===== src/source/mbu_pkg.sv =====
////////////////////////////////////////////////////////////////////////////
// Shared types and widths for the Memory Bank Unit
// Holds the control unit address codes, the I/O cycle bundle and the
// register write request that the decoder hands to every bank
////////////////////////////////////////////////////////////////////////////

`default_nettype none

package mbu_pkg;

   // Width of one bank register, which also sets the width of AEXT
   localparam int MBU_REG_W = 8;

   // Registers held in each bank
   localparam int BANK_DEPTH = 4;

   // Two banks give the eight registers MB0 to MB7
   localparam int NUM_BANKS = 2;

   // Address width of an entry inside one bank
   localparam int BANK_AW = $clog2(BANK_DEPTH);

   // Address width over all registers, bank select on top of the entry
   localparam int MBU_AW = $clog2(NUM_BANKS * BANK_DEPTH);

   ////////////////////////////////////////////////////////////////////////////
   // Control unit address codes
   ////////////////////////////////////////////////////////////////////////////

   // Read address codes the MBU answers to
   // Every other code belongs to some other unit and is ignored here
   typedef enum logic [4:0] {
      RADDR_READ_MBP = 5'b01101
   } mbu_raddr_e;

   // Write address codes the MBU answers to
   // The four AR writes index memory through MBP, MBD, MBS or IR
   typedef enum logic [4:0] {
      WADDR_WRITE_AR_MBP    = 5'b00100,
      WADDR_WRITE_AR_MBD    = 5'b00101,
      WADDR_WRITE_AR_MBS    = 5'b00110,
      WADDR_WRITE_AR_IDX    = 5'b00111,
      WADDR_WRITE_MBP       = 5'b01100,
      WADDR_WRITE_MBP_FLAGS = 5'b01101
   } mbu_waddr_e;

   ////////////////////////////////////////////////////////////////////////////
   // Bundles
   ////////////////////////////////////////////////////////////////////////////

   // One processor I/O cycle as seen by the MBU, all strobes active high
   typedef struct packed {
      logic [7:0] ab;
      logic       sysdev;
      logic       rd;
      logic       wr;
   } io_cycle_t;

   // Register write request, the same word goes to all banks
   // Only the bank whose enable bit is set takes it
   typedef struct packed {
      logic [BANK_AW-1:0]   wa;
      logic [NUM_BANKS-1:0] bank_we;
      logic [MBU_REG_W-1:0] wd;
   } mbu_wr_t;

endpackage

`default_nettype wire


===== src/source/mbu_write_decode.sv =====
////////////////////////////////////////////////////////////////////////////
// Write side of the Memory Bank Unit
// Decodes the MBR window in I/O space and the control unit write-MBP
// codes, then steers one register write to the right bank
// Also keeps the enable flop that the first OUT to the MBR sets
////////////////////////////////////////////////////////////////////////////

`timescale 1ns/1ps
`default_nettype none

module mbu_write_decode #(
   parameter logic [7:0] MBR_IO_BASE = 8'h08
) (
   input  logic                    clk,
   input  logic                    rst_n,
   input  mbu_pkg::io_cycle_t      io,
   input  mbu_pkg::mbu_waddr_e     waddr,
   input  logic [7:0]              ibus_in,
   output mbu_pkg::mbu_wr_t        wr_req,
   output logic                    enabled
);

   import mbu_pkg::*;

   ////////////////////////////////////////////////////////////////////////////
   // Address decoding
   ////////////////////////////////////////////////////////////////////////////

   // High while the I/O cycle addresses one of the eight MBR ports
   logic io_mbr_sel;

   // An OUT to the MBR window
   logic io_wr;

   // The control unit writes MBP, with or without the flags
   logic cu_wr;

   // Register address chosen for this cycle's write
   logic [MBU_AW-1:0] wr_addr;

   // Bank that the chosen address falls in
   logic [MBU_AW-BANK_AW-1:0] wr_bank;

   // The window is eight ports wide, so only the top five address bits
   // take part in the match
   assign io_mbr_sel = io.sysdev && (io.ab[7:3] == MBR_IO_BASE[7:3]);
   assign io_wr      = io_mbr_sel && io.wr;

   // Both write-MBP codes land on register 0
   assign cu_wr = (waddr == WADDR_WRITE_MBP) || (waddr == WADDR_WRITE_MBP_FLAGS);

   // The I/O address has precedence over the fixed MBP address
   // A clash between the two can only be a software error, and the
   // original steering lets the I/O address through
   always_comb begin
      if (io_wr) begin
         wr_addr = io.ab[MBU_AW-1:0];
      end else begin
         wr_addr = '0;
      end
   end

   // Top bit of the address picks the bank, the rest picks the entry
   assign wr_bank = wr_addr[MBU_AW-1:BANK_AW];

   ////////////////////////////////////////////////////////////////////////////
   // Write request to the banks
   ////////////////////////////////////////////////////////////////////////////

   // One enable bit per bank, at most one of them set
   always_comb begin
      wr_req.bank_we = '0;
      if (io_wr || cu_wr) begin
         wr_req.bank_we[wr_bank] = 1'b1;
      end
   end

   // Entry and data are shared by every bank
   assign wr_req.wa = wr_addr[BANK_AW-1:0];

   // Writes always come from the internal bus
   assign wr_req.wd = ibus_in;

   ////////////////////////////////////////////////////////////////////////////
   // MBU enable
   ////////////////////////////////////////////////////////////////////////////

   // Out of reset the MBU keeps its registers off AEXT and the default
   // from the front panel shows instead
   // The first OUT to any MBR port brings it online and it then stays
   // on until the next reset
   // A write-MBP from the control unit alone leaves it disabled
   always_ff @(posedge clk or negedge rst_n) begin
      if (!rst_n) begin
         enabled <= 1'b0;
      end else if (io_wr) begin
         enabled <= 1'b1;
      end
   end

endmodule

`default_nettype wire


===== src/source/mbu_bank.sv =====
////////////////////////////////////////////////////////////////////////////
// One bank of four MBU registers
// Takes the shared write request when its own enable is high and shows
// every entry to the read side at all times
// The top level builds the full register file from several of these
////////////////////////////////////////////////////////////////////////////

`timescale 1ns/1ps
`default_nettype none

module mbu_bank (
   input  logic                     clk,
   input  logic                     rst_n,
   input  mbu_pkg::mbu_wr_t         wr_req,
   input  logic                     we,
   output logic [mbu_pkg::BANK_DEPTH-1:0][mbu_pkg::MBU_REG_W-1:0] q
);

   ////////////////////////////////////////////////////////////////////////////
   // Register storage
   ////////////////////////////////////////////////////////////////////////////

   // The registers come up as zero, so MBP points at bank 0 after reset
   // and any stray read before the first write is well defined

   // One entry changes per write, picked by the in-bank address
   // The read side taps the whole array, so there is no read port here
   // and a write shows on q from the next cycle
   always_ff @(posedge clk or negedge rst_n) begin
      if (!rst_n) begin
         q <= '0;
      end else if (we) begin
         q[wr_req.wa] <= wr_req.wd;
      end
   end

   // The bank never sees which other bank is being written
   // Its own enable bit arrives on we, split out at the top level from
   // the request's per-bank enables

   // Writes take the full register width in one go
   // The old board split each register over two 4-bit register file
   // chips, which behaved as one 8-bit entry

   // Entries hold their value through reads and through writes to
   // other entries or other banks

endmodule

`default_nettype wire


===== src/source/mbu_read_select.sv =====
////////////////////////////////////////////////////////////////////////////
// Read side of the Memory Bank Unit
// Chooses one of the eight registers from the four addressing modes and
// drives it onto AEXT, and onto the internal bus or the data bus when read
// Also flags the AR writes to the address register as war
////////////////////////////////////////////////////////////////////////////

`timescale 1ns/1ps
`default_nettype none

module mbu_read_select #(
   parameter logic [7:0] MBR_IO_BASE = 8'h08
) (
   input  logic                    clk,
   input  logic                    rst_n,
   input  mbu_pkg::mbu_raddr_e     raddr,
   input  mbu_pkg::mbu_waddr_e     waddr,
   input  logic [2:0]              ir,
   input  logic                    ir_idx,
   input  mbu_pkg::io_cycle_t      io,
   input  logic                    enabled,
   input  logic                    fpram_rom,
   input  logic [mbu_pkg::NUM_BANKS-1:0][mbu_pkg::BANK_DEPTH-1:0][mbu_pkg::MBU_REG_W-1:0] bank_q,
   output logic [7:0]              aext,
   output logic [7:0]              ibus_out,
   output logic                    ibus_oe,
   output logic [7:0]              db_out,
   output logic                    db_oe,
   output logic                    war
);

   import mbu_pkg::*;

   ////////////////////////////////////////////////////////////////////////////
   // Decoding
   ////////////////////////////////////////////////////////////////////////////

   // Control unit reads MBP plus flags
   logic rmbp;

   // IN from one of the MBR ports
   logic io_rd;

   // Registered copy of the auto-index request
   logic idx_q;

   // Register address for the read, split into bank and entry
   logic [MBU_AW-1:0]         rd_addr;
   logic [MBU_AW-BANK_AW-1:0] rd_bank;
   logic [BANK_AW-1:0]        rd_entry;

   // Register chosen by the read address
   logic [MBU_REG_W-1:0] rd_data;

   assign rmbp = (raddr == RADDR_READ_MBP);

   // The four AR-write codes share the upper three waddr bits
   assign war = waddr inside {WADDR_WRITE_AR_MBP, WADDR_WRITE_AR_MBD,
                              WADDR_WRITE_AR_MBS, WADDR_WRITE_AR_IDX};

   // Same window match as the write side, qualified by the read strobe
   assign io_rd = io.sysdev && (io.ab[7:3] == MBR_IO_BASE[7:3]) && io.rd;

   // The control unit raises ir_idx one cycle ahead of the AR write that
   // wants IR to pick the bank register
   always_ff @(posedge clk or negedge rst_n) begin
      if (!rst_n) begin
         idx_q <= 1'b0;
      end else begin
         idx_q <= ir_idx;
      end
   end

   ////////////////////////////////////////////////////////////////////////////
   // Read addressing
   ////////////////////////////////////////////////////////////////////////////

   // Priority follows the old mux chain
   // Reading MBP wins, then the AR index modes, then the I/O address
   // AR codes 00 to 10 index through MB0 to MB2 directly
   // Code 11 indexes through MB3 unless auto-index is armed, in which case
   // the low three IR bits name the register
   // With nothing else going on the I/O address bus steers the read, so
   // AEXT follows whatever sits on ab[2:0]
   always_comb begin
      if (rmbp) begin
         rd_addr = '0;
      end else if (war) begin
         if (waddr[1:0] == 2'b11 && idx_q) begin
            rd_addr = ir;
         end else begin
            rd_addr = {1'b0, waddr[1:0]};
         end
      end else begin
         rd_addr = io.ab[MBU_AW-1:0];
      end
   end

   assign rd_bank  = rd_addr[MBU_AW-1:BANK_AW];
   assign rd_entry = rd_addr[BANK_AW-1:0];

   assign rd_data = bank_q[rd_bank][rd_entry];

   ////////////////////////////////////////////////////////////////////////////
   // Output buses
   ////////////////////////////////////////////////////////////////////////////

   // While disabled AEXT carries the power-on default
   // Bit 7 comes from the RAM/ROM switch so the processor starts in the
   // memory the front panel asks for
   always_comb begin
      if (enabled) begin
         aext = rd_data;
      end else begin
         aext = {fpram_rom, 7'b0};
      end
   end

   // Internal bus driver, used by the read-MBP microcode step
   assign ibus_out = aext;
   assign ibus_oe  = rmbp;

   // Data bus driver, used by IN from an MBR port
   assign db_out = aext;
   assign db_oe  = io_rd;

endmodule

`default_nettype wire


===== src/source/mbu.sv =====
////////////////////////////////////////////////////////////////////////////
// Memory Bank Unit top level
// Eight 8-bit bank registers that extend the processor address on AEXT
// Written by the control unit and by OUT cycles, read four ways
// Set MBR_IO_BASE to place the registers in I/O space
////////////////////////////////////////////////////////////////////////////

`timescale 1ns/1ps
`default_nettype none

module mbu #(
   parameter logic [7:0] MBR_IO_BASE = 8'h08
) (
   input  logic                    clk,
   input  logic                    rst_n,

   // Control unit side
   input  mbu_pkg::mbu_raddr_e     raddr,
   input  mbu_pkg::mbu_waddr_e     waddr,
   input  logic [2:0]              ir,
   input  logic                    ir_idx,

   // Processor I/O cycle and internal bus
   input  mbu_pkg::io_cycle_t      io,
   input  logic [7:0]              ibus_in,

   // RAM/ROM switch from the front panel
   input  logic                    fpram_rom,

   // Address extension and bus drivers
   output logic [7:0]              aext,
   output logic [7:0]              ibus_out,
   output logic                    ibus_oe,
   output logic [7:0]              db_out,
   output logic                    db_oe,

   // Tells the address register that an AR write is under way
   output logic                    war
);

   import mbu_pkg::*;

   // Shared write request, one enable bit per bank
   mbu_wr_t wr_req;

   // MBU online, set by the first OUT to the MBR window
   logic enabled;

   // Contents of every bank, tapped by the read side
   logic [NUM_BANKS-1:0][BANK_DEPTH-1:0][MBU_REG_W-1:0] bank_q;

   ////////////////////////////////////////////////////////////////////////////
   // Write decoder
   ////////////////////////////////////////////////////////////////////////////

   mbu_write_decode #(
      .MBR_IO_BASE (MBR_IO_BASE)
   ) write_decode_inst (
      .clk     (clk),
      .rst_n   (rst_n),
      .io      (io),
      .waddr   (waddr),
      .ibus_in (ibus_in),
      .wr_req  (wr_req),
      .enabled (enabled)
   );

   ////////////////////////////////////////////////////////////////////////////
   // Register banks
   ////////////////////////////////////////////////////////////////////////////

   // Bank 0 holds MB0 to MB3, bank 1 holds MB4 to MB7
   for (genvar i = 0; i < NUM_BANKS; i++) begin : g_bank
      mbu_bank bank_inst (
         .clk    (clk),
         .rst_n  (rst_n),
         .wr_req (wr_req),
         .we     (wr_req.bank_we[i]),
         .q      (bank_q[i])
      );
   end

   ////////////////////////////////////////////////////////////////////////////
   // Read selector
   ////////////////////////////////////////////////////////////////////////////

   mbu_read_select #(
      .MBR_IO_BASE (MBR_IO_BASE)
   ) read_select_inst (
      .clk       (clk),
      .rst_n     (rst_n),
      .raddr     (raddr),
      .waddr     (waddr),
      .ir        (ir),
      .ir_idx    (ir_idx),
      .io        (io),
      .enabled   (enabled),
      .fpram_rom (fpram_rom),
      .bank_q    (bank_q),
      .aext      (aext),
      .ibus_out  (ibus_out),
      .ibus_oe   (ibus_oe),
      .db_out    (db_out),
      .db_oe     (db_oe),
      .war       (war)
   );

endmodule

`default_nettype wire


===== config.mk =====
export PLATFORM = sky130hd
export DESIGN_NAME = mbu
export DESIGN_NICKNAME = d
export VERILOG_FILES = /design/src/source/mbu_pkg.sv /design/src/source/mbu_write_decode.sv /design/src/source/mbu_bank.sv /design/src/source/mbu_read_select.sv /design/src/source/mbu.sv
export SDC_FILE = /design/constraint.sdc
export NUM_CORES = 1
export LEC_CHECK = 0
export BUFFER_PORTS_ARGS = -buffer_cell sky130_fd_sc_hd__buf_4
export CORE_MARGIN = 2
export CORE_UTILIZATION = 45
export CTS_BUF_LIST = sky130_fd_sc_hd__clkbuf_16
export DETAILED_ROUTE_END_ITERATION = 16
export GPL_ROUTABILITY_DRIVEN = 0
export PLACE_DENSITY = 0.67
export SETUP_SLACK_MARGIN = 0.05
export SLEW_MARGIN = 5
export SYNTH_ARGS = -nofsm -noshare
export SYNTH_HDL_FRONTEND = slang
export SYNTH_SLANG_ARGS = --single-unit
export TNS_END_PERCENT = 100

===== constraint.sdc =====
create_clock -name clk -period 3.6 [get_ports clk]
set_input_delay 0.36 -clock clk [delete_from_list [all_inputs] [get_ports clk]]
set_output_delay 0.36 -clock clk [all_outputs]
set_load 0.02 [all_outputs]

==> metrics.md, run 1 <==
| Metric | Value |
|---|---|
| DP Area | `between 3000 and 4000 sq um` |
| Reg clk slew, reported paths | `approximately 0.050 ns` |
| CP max-delay cell | `or3b_4` |
| Layout area overhead | `21.40%` |
| Final antenna-violating net count | `0` |
| Fin. max-slew vios | `0` |
| Status | `finished, final reports clean` |
| Worst IR Drop VDD | `0.2383 mV` |
| Final Hold Viols | `0` |
| P per Cell Area | `~450 nW/um^2` |
| Clock buffer depth | `2` |
| Layout Cell Area excl Fill | `between 4000 and 5000 sq um` |
| Startpoint Class | `input port` |
| Setup Total Neg Slack | `0 ns` |
| Worst skew pair latency | `0.32 ns` |
| CP max stage delay | `between 0.4 and 0.5 ns` |
| Period utilisation layout | `a little over four fifths` |
| Placed insts | `around 430` |
| Final setup violation count | `0` |
| Worst-Margin Slew | `about 0.88 ns` |
| Synth top area share | `47.72%` |
| Ys async rst share | `between 90% and 100%` |
| Post-Syn Area per Cell | `approximately 12 sq um` |
| Boundary Pins | `63` |
| CTS tree | `built` |
| CP Buf/Inv Count | `4` |
| Vias/cell | `about 5.3` |
| Dominant cells by area after synthesis | `dfrtp_1 48%, mux2_2 23%, buf_4 3.7%, nand2_1 3.7%, mux2i_1 2.3%` |
| First-pass GRT wire length | `~13 mm` |
| Initial antenna violation count | `0` |
| Resized cells post-CTS | `0` |
| Main synth FF type | `dfrtp_1` |
| DR pass1 iterations | `4` |
| Grt total ovfl | `0` |
| RSZ-0062 raised after global routing | `false` |
| Die area | `about 8400 sq um` |
| Final worst path period need | `a little over 3 ns` |
| Sequential-to-total area share from yosys stat | `between 40% and 50%` |
| Mapped Cells | `approximately 290` |
| Cell variety after synth | `36` |
| Tot Pwr | `between 1.5 and 2 mW` |
| Crit Path Max Fanout | `10` |
| Crit path kind | `in2out` |
| Max Fclk | `~330 MHz` |
| DRC Markers | `0` |
| Clock root buffer | `clkbuf_16` |
| Vias | `approximately 2400` |
| Placement Rows | `31` |
| Leak pwr | `2.119 nW` |
| Worst Hold Class | `in2async` |
| Starting density of the core | `around 47%` |
| #FFs+latches synth | `66` |
| Dpl hpwl | `roughly 5.0 mm` |
| Vias in the first global route | `~2400` |
| Chip width | `91.70 um` |
| Fin nets | `377` |
| Crit-path cells | `buf_4, or3b_4, inv_4, mux2i_4, or2_0, buf_4, o211ai_1, a22o_1, a221o_1, buf_4` |
| Final Hold Slack | `~0.13 ns` |
| Most frequent cells in the layout | `72 x mux2_2, 71 x buf_4, 66 x dfrtp_1` |
| Worst Skew | `0 ns` |
| Cell Area, Synth | `between 3000 and 4000 sq um` |
| DR WL/cell | `~17 um` |
| Warnings, synthesis | `0` |
| Number of enable flip-flop cells after synthesis | `0` |
| Syn_nets | `321` |
| Max transition margin | `41.21%` |
| Worst EP required | `around 3.2 ns` |
| Most frequent CP cell | `buf_4` |
| Port bufs | `62` |
| Number of H-tree levels | `3` |
| Overall routing resource usage | `between 10% and 20%` |
| CP Capture Type | `primary output` |
| Layout cells sized above 1 | `just under 50%` |
| Commonest non-fill, non-tap cell in the layout | `mux2_2` |
| Sink Count | `66` |
| Critical Path AT | `about 2.7 ns` |
| TritonCTS Buffers | `9` |
| DIE HEIGHT | `just over 90 um` |
| Post-route insts no fill | `roughly 450` |
| Initial DRC Count | `86` |
| Synth area leader | `dfrtp_1` |
| Pin count of the biggest net entering global routing | `67` |
| Max cap viols | `0` |
| CP delay by family, top | `compound AO/OA/AOI/OAI gates` |
| Post-CTS Hold Buffers | `0` |
| Core ar. | `roughly 7300 sq um` |
| Diodes inserted | `0` |
| Setup repair bufs after CTS | `0` |
| Wirelength, routed | `between 7 and 8 mm` |
==> layer usage <==
layer  share of wire (%)  track usage (%)  vias to the layer above
met3                 4.4            4.848                        8
met5                   0                0                        -
li1                    -                -                     1122
met4                0.82            4.851                        0
met2                  49            32.05                       64
met1                  45            26.38                     1160
==> cell families (layout without fill, tap and decap cells) <==
group                  count (synthesis)  in the layout  share of synthesized area [%]
muxes                                 81             81                          26.39
and+or+nand+nor                       65             65                          11.24
DFF                                   66             66                          47.72
buffers and inverters                 35             96                          5.965
AOI/OAI and AO/OA                     38             38                          8.677
==> through the flow <==
| stage | worst slack [ns] | utilization (%) |
|---|---|---|
| after global routing | 0.4206 | 57.31 |
| final | 0.5407 | 57.31 |
| after global placement | 0.5688 | 53.85 |
| after detailed placement | 0.5377 | 53.85 |
| after floorplan | 0.5784 | - |
| after CTS | 0.5325 | 57.31 |
==> power by group <==
group | switching [mW] | internal [mW]
Clock | 0.297 | 0.450
Combinational | 0.171 | 0.157
Sequential | 0.0187 | 0.782
==> state kept, by name (all words and copies together) (netlist names) <==
signal                     cells
g_bank.bank_inst.q            64
read_select_inst.idx_q         1
write_decode_inst.enabled      1
==> cell usage after synthesis (2+ instances only) <==
cell type and count:
and2_1 2, a221o_1 6, and3_1 6, nor3_4 4, nor2_2 2, mux2_2 72, o211ai_1 9, buf_4 17
nand2b_1 3, a22o_1 6, mux2i_1 8, nand2_1 34, clkbuf_1 2, inv_1 8, dfrtp_1 66, nor2_1 4
o21ai_0 12, buf_2 6
==> final timing paths <==
| path | from | end | slack, ns | depth (start not counted) |
|---|---|---|---|---|
| min | rst_n | g_bank[1].bank_inst.q[2]$_DFFE_PN0P_ | 0.13 | 1 |
| max | waddr[3] | aext[5] | 0.54 | 10 |
| max reg2reg | g_bank[1].bank_inst.q[12]$_DFFE_PN0P_ | g_bank[1].bank_inst.q[12]$_DFFE_PN0P_ | 2.81 | 1 |
| max in group asynchronous | rst_n | g_bank[1].bank_inst.q[15]$_DFFE_PN0P_ | 2.92 | 1 |
| min reg2reg | g_bank[0].bank_inst.q[14]$_DFFE_PN0P_ | g_bank[0].bank_inst.q[14]$_DFFE_PN0P_ | 0.50 | 1 |
| min in group clk | ir_idx | read_select_inst.idx_q$_DFF_PN0_ | 0.14 | 1 |
==> cell type report <==
class | instances | area (sq um)
Clock buffer | 9 | 225.2
Fill cell | 624 | 3129
Sequential cell | 66 | 1652
Clock inverter | 7 | 28.78
Multi-Input combinational cell | 184 | 1603
Inverter | 9 | 36.28
Tap cell | 99 | 123.9
Timing Repair Buffer | 71 | 533.0
No activity file was read; power rests on OpenSTA's default activity.
==> run 2: changes to the inputs <==
==> constraint.sdc (replaced) <==
create_clock -name clk -period 3 [get_ports clk]
set_input_delay 0.3 -clock clk [delete_from_list [all_inputs] [get_ports clk]]
set_output_delay 0.3 -clock clk [all_outputs]
set_load 0.02 [all_outputs]
==> run 2 against run 1 <==
Against the previous run: worst hold slack worse by 0.051 ns; clock power is 49% higher; first-iteration DRC count is 7.0% higher; global-route usage is 0.42 points higher; utilization is 1.6 points higher; critical path depth stayed put; setup slack worse by 0.34 ns; sequential power is 20% higher; sequential share of layout area is 1.1 points lower; clock skew stayed put.
==> metrics.md, run 2 (synthesis gave the netlist of run 1 again) <==
| Metric | Value |
|---|---|
| Status | `finished, final reports clean` |
| Wirelength, routed | `around 7.9 mm` |
| Port bufs | `62` |
| Crit Path Max Fanout | `15` |
| Vias in the first global route | `around 2500` |
| Sequential share of power | `just under 40%` |
| DIE HEIGHT | `roughly 90 um` |
| Worst Skew | `0 ns` |
| Setup Total Neg Slack | `0 ns` |
| Number of H-tree levels | `3` |
| Setup repair bufs after CTS | `0` |
| Worst-Margin Slew | `about 0.96 ns` |
| Largest register by flop count | `g_bank.bank_inst.q` |
| Grt total ovfl | `0` |
| Vias/cell | `approximately 5.4` |
| Vias | `2404` |
| Switch Pwr | `0.6158 mW` |
| Most frequent cells in the layout | `72 x mux2_2, 70 x buf_4, 66 x dfrtp_1` |
| Clock group share of total power | `44.9%` |
| Leak pwr | `2.164 nW` |
| CP Capture Type | `primary output` |
| Fin nets | `379` |
| Chip width | `just over 90 um` |
| Clock buffer depth | `2` |
| DRC Markers | `0` |
| Worst skew pair latency | `~0.33 ns` |
| Most frequent CP cell | `buf_4` |
| DP Area | `roughly 4000 sq um` |
| Max Fclk | `357.8 MHz` |
| Startpoint Class | `input port` |
| Power share of the combinational group | `16.3%` |
| CP Buf/Inv Count | `4` |
| Largest register FFs | `64` |
| Diodes inserted | `0` |
| Max cap viols | `0` |
| Initial DRC Count | `92` |
| Final worst path period need | `between 2 and 3 ns` |
| Worst EP required | `~2.7 ns` |
| Resized cells post-CTS | `0` |
| Post-CTS Hold Buffers | `0` |
| Sink Count | `66` |
| DR WL/cell | `approximately 18 um` |
| Overall routing resource usage | `about a fifth` |
| Die area | `about 8400 sq um` |
| Dpl hpwl | `approximately 5 mm` |
| Pin count of the biggest net entering global routing | `67` |
| Final setup violation count | `0` |
| Period utilisation layout | `93.17%` |
| Boundary Pins | `63` |
| Placement Rows | `31` |
| Final antenna-violating net count | `0` |
| Crit path kind | `in2out` |
| Worst Hold Class | `in2async` |
| Core ar. | `about 7300 sq um` |
| Starting density of the core | `between 40% and 50%` |
| Layout cells sized above 1 | `50.00%` |
| CP max-delay cell | `or3b_4` |
| First-pass GRT wire length | `12.81 mm` |
| RSZ-0062 raised after global routing | `false` |
| Net Sw Frac | `between 20% and 30%` |
| Clock root buffer | `clkbuf_16` |
| Utilization after layout | `58.92%` |
| Fin. max-slew vios | `0` |
| Internal power | `1.857 mW` |
| DR pass1 iterations | `4` |
| TritonCTS Buffers | `9` |
| CP max stage delay | `roughly 0.42 ns` |
| Layout area overhead | `24.80%` |
| Largest regs | `g_bank.bank_inst.q x64, read_select_inst.idx_q x1, write_decode_inst.enabled x1` |
| Layout Cell Area excl Fill | `around 4300 sq um` |
| CTS tree | `built` |
| Final Hold Viols | `0` |
| Critical Path AT | `approximately 2.5 ns` |
| Max transition margin | `35.86%` |
| P per Cell Area | `approximately 570 nW/um^2` |
| CP delay by family, top | `compound AO/OA/AOI/OAI gates` |
| Commonest non-fill, non-tap cell in the layout | `mux2_2` |
| Initial antenna violation count | `0` |
| Crit-path cells | `buf_4, or3b_4, inv_4, mux2i_4, or2_0, buf_12, o211ai_1, a22o_1, a221o_1, buf_4` |
| Reg clk slew, reported paths | `about 0.060 ns` |
| Worst IR Drop VDD | `~0.35 mV` |
-- run 2: path summary, 6_finish.rpt --
| path | startpoint | end | slack [ns] | depth (start not counted) |
|---|---|---|---|---|
| setup reg to reg | g_bank[0].bank_inst.q[12]$_DFFE_PN0P_ | g_bank[0].bank_inst.q[12]$_DFFE_PN0P_ | 2.23 | 1 |
| setup / recovery | waddr[3] | db_out[0] | 0.21 | 10 |
| min in group clk | ir_idx | read_select_inst.idx_q$_DFF_PN0_ | 0.08 | 1 |
| hold / removal | rst_n | g_bank[0].bank_inst.q[16]$_DFFE_PN0P_ | 0.08 | 1 |
| max in group asynchronous | rst_n | g_bank[1].bank_inst.q[21]$_DFFE_PN0P_ | 2.36 | 1 |
| hold reg to reg | g_bank[0].bank_inst.q[13]$_DFFE_PN0P_ | g_bank[0].bank_inst.q[13]$_DFFE_PN0P_ | 0.50 | 1 |
-- run 2: power groups by stage --
stage          logic [mW]  registers (mW)  clock network [mW]
4_1_cts             0.406           0.960                1.14
2_1_floorplan       0.264           0.968                   0
3_5_place_dp        0.405           0.976                   0
3_3_place_gp        0.398           0.973                   0
5_1_grt             0.432           0.965                1.17
6_report            0.402           0.960                1.11
-- run 2: area by class of cell --
type                            instances  area, sq um
Fill cell                             617         3012
Multi-Input combinational cell        184         1603
Inverter                                9        36.28
Tap cell                               99        123.9
Clock buffer                            9        225.2
Sequential cell                        66         1652
Timing Repair Buffer                   73        585.6
Clock inverter                          7        93.84
-- run 2: per-stage QoR --
stage	worst slack [ns]	cells	hold WS [ns]	total power, mW
6_report	0.2050	447	0.07574	2.472
3_3_place_gp	0.2571	431	0.4121	1.371
4_1_cts	0.1875	447	0.06987	2.502
5_1_grt	0.07249	447	0.07148	2.569
2_1_floorplan	0.09839	285	0.004409	1.232
3_5_place_dp	0.1942	431	0.4141	1.380
-- run 2: per-layer routing --
layer / part of all wire [%] / global-route usage, %
met5: 0 / 0
met4: 1.6 / 6.965
met3: 4.1 / 4.273
met2: 50 / 33.52
met1: 44 / 25.79
==> run 3: changes to the inputs <==
--- a/config.mk
+++ b/config.mk
@@ -8,7 +8,7 @@
 export BUFFER_PORTS_ARGS = -buffer_cell sky130_fd_sc_hd__buf_4
 export CORE_MARGIN = 2
 export CORE_UTILIZATION = 45
-export CTS_BUF_LIST = sky130_fd_sc_hd__clkbuf_16
+export CTS_BUF_LIST = sky130_fd_sc_hd__clkbuf_2 sky130_fd_sc_hd__clkbuf_4 sky130_fd_sc_hd__clkbuf_8
 export DETAILED_ROUTE_END_ITERATION = 16
 export GPL_ROUTABILITY_DRIVEN = 0
 export PLACE_DENSITY = 0.67
==> run 3 against run 2 <==
Against the previous run: wire length fell by 1.7%; critical path type is now reg2out; sequential share of layout area rose by 0.83 points; clock power fell by 24%; combinational power is essentially flat; setup slack lost 0.012 ns; fmax shrank 0.41%.
==> metrics.md, run 3 (synthesis gave the netlist of run 1 again) <==
| Metric | Value |
|---|---|
| Initial DRC Count | `100` |
| CTS tree | `built` |
| Vias in the first global route | `between 2000 and 2500` |
| CP Buf/Inv Count | `2` |
| Die area | `8408 sq um` |
| DRC Markers | `0` |
| Most frequent cells in the layout | `72 x mux2_2, 70 x buf_4, 66 x dfrtp_1` |
| Post-CTS Hold Buffers | `0` |
| Clock buffer depth | `2` |
| Startpoint Class | `flip-flop` |
| DIE HEIGHT | `91.70 um` |
| Placement Rows | `31` |
| Worst EP required | `about 2.7 ns` |
| Number of H-tree levels | `3` |
| DR pass1 iterations | `4` |
| Worst skew pair latency | `0.35 ns` |
| Max cap viols | `0` |
| Starting density of the core | `around 47%` |
| CP max-delay cell | `a221o_1` |
| Diodes inserted | `0` |
| Worst IR Drop VDD | `0.3499 mV` |
| TritonCTS Buffers | `9` |
| Final Hold Slack | `a little over 0.05 ns` |
| Pin count of the biggest net entering global routing | `67` |
| CP Capture Type | `primary output` |
| CP max stage delay | `~0.38 ns` |
| Largest register FFs | `64` |
| First-pass GRT wire length | `12.80 mm` |
| Status | `finished, final reports clean` |
| Period utilisation layout | `between 90% and 100%` |
| Chip width | `91.70 um` |
| Initial antenna violation count | `0` |
| Leak pwr | `roughly 2.1 nW` |
| Vias | `2376` |
| Resized cells post-CTS | `0` |
| Commonest non-fill, non-tap cell in the layout | `mux2_2` |
| Worst Skew | `0 ns` |
| Max transition margin | `35.50%` |
| Overall routing resource usage | `20.03%` |
| Critical Path AT | `approximately 2.5 ns` |
| Boundary Pins | `between 60 and 70` |
| Tot Pwr | `between 2 and 2.5 mW` |
| P per Cell Area | `between 500 and 600 nW/um^2` |
| Port bufs | `between 60 and 70` |
| Setup repair bufs after CTS | `0` |
| Dpl hpwl | `5.137 mm` |
| Largest register by flop count | `g_bank.bank_inst.q` |
| Reg clk slew, reported paths | `~0.080 ns` |
| Worst-Margin Slew | `about 0.96 ns` |
| Final setup violation count | `0` |
| Max Fclk | `between 300 and 400 MHz` |
| Layout fillers | `~630` |
| Fin. max-slew vios | `0` |
| Final Hold Viols | `0` |
| Utilization after layout | `just under 60%` |
| Vias/cell | `~5.3` |
| Crit-path cells | `and4_1, mux2i_4, nor2_1, buf_12, mux2_2, a22o_1, a221o_1, buf_4` |
| Layout cells sized above 1 | `50.29%` |
| Final antenna-violating net count | `0` |
| Crit Path Max Fanout | `21` |
| Worst Hold Class | `in2async` |
| Clock root buffer | `clkbuf_8` |
| Fin nets | `roughly 380` |
| Setup Total Neg Slack | `0 ns` |
| Sink Count | `66` |
| Largest regs | `g_bank.bank_inst.q x64, read_select_inst.idx_q x1, write_decode_inst.enabled x1` |
| Layout area overhead | `22.16%` |
| Core ar. | `around 7300 sq um` |
| Final worst path period need | `about 2.8 ns` |
| Grt total ovfl | `0` |
| CP delay by family, top | `compound AO/OA/AOI/OAI gates` |
| DR WL/cell | `roughly 17 um` |
| RSZ-0062 raised after global routing | `false` |
| Crit path kind | `reg2out` |
| Wirelength, routed | `a little under 8 mm` |
[run 3: cell types whose count changed in the layout (fill, tap and decap cells not counted)]
cell	delta
clkbuf_8	+10
clkbuf_16	-9
clkinv_1	-1
[run 3: final timing paths]
check,slack [ns],to,cells after the start,start
setup reg to reg,2.23,g_bank[0].bank_inst.q[12]$_DFFE_PN0P_,1,g_bank[0].bank_inst.q[12]$_DFFE_PN0P_
max in group asynchronous,2.40,write_decode_inst.enabled$_DFFE_PN0N_,1,rst_n
hold reg to reg,0.51,g_bank[0].bank_inst.q[13]$_DFFE_PN0P_,1,g_bank[0].bank_inst.q[13]$_DFFE_PN0P_
setup / recovery,0.19,db_out[3],8,read_select_inst.idx_q$_DFF_PN0_
min in group clk,0.06,read_select_inst.idx_q$_DFF_PN0_,1,ir_idx
hold / removal,0.05,g_bank[0].bank_inst.q[16]$_DFFE_PN0P_,1,rst_n
[run 3: final cells by class]
type                       count  area (sq um)  share of cell area (%)
multi-input combinational    184          1603                   37.91
clock buffer                  10         137.6                   3.255
tap                           99         123.9                   2.930
clock inverter                 6         90.09                   2.131
inverter                       9         36.28                  0.8582
sequential                    66          1652                   39.06
timing repair buffer          73         585.6                   13.85
[run 3: routing by layer]
metal	part of all wire, %	GRT usage (%)	up-vias
li1	-	-	1134
met1	45	26.18	1179
met2	50	33.27	51
met3	3.8	5.752	12
met4	1.3	4.353	0
met5	0	0	-
[run 3: through the flow]
step / cells / cell area [sq um] / setup slack (ns)
finish: 447 / 4228 / 0.1934
global route: 447 / 4228 / 0.05996
CTS: 447 / 4228 / 0.1669
detailed placement: 431 / 4000 / 0.1942
global placement: 431 / 4000 / 0.2571
floorplan: 285 / 3461 / 0.09839
[run 3: power breakdown]
group	switching, mW	total, mW	internal, mW
Sequential	0.0223	0.959	0.936
Clock	0.350	0.841	0.491
Combinational	0.208	0.401	0.194
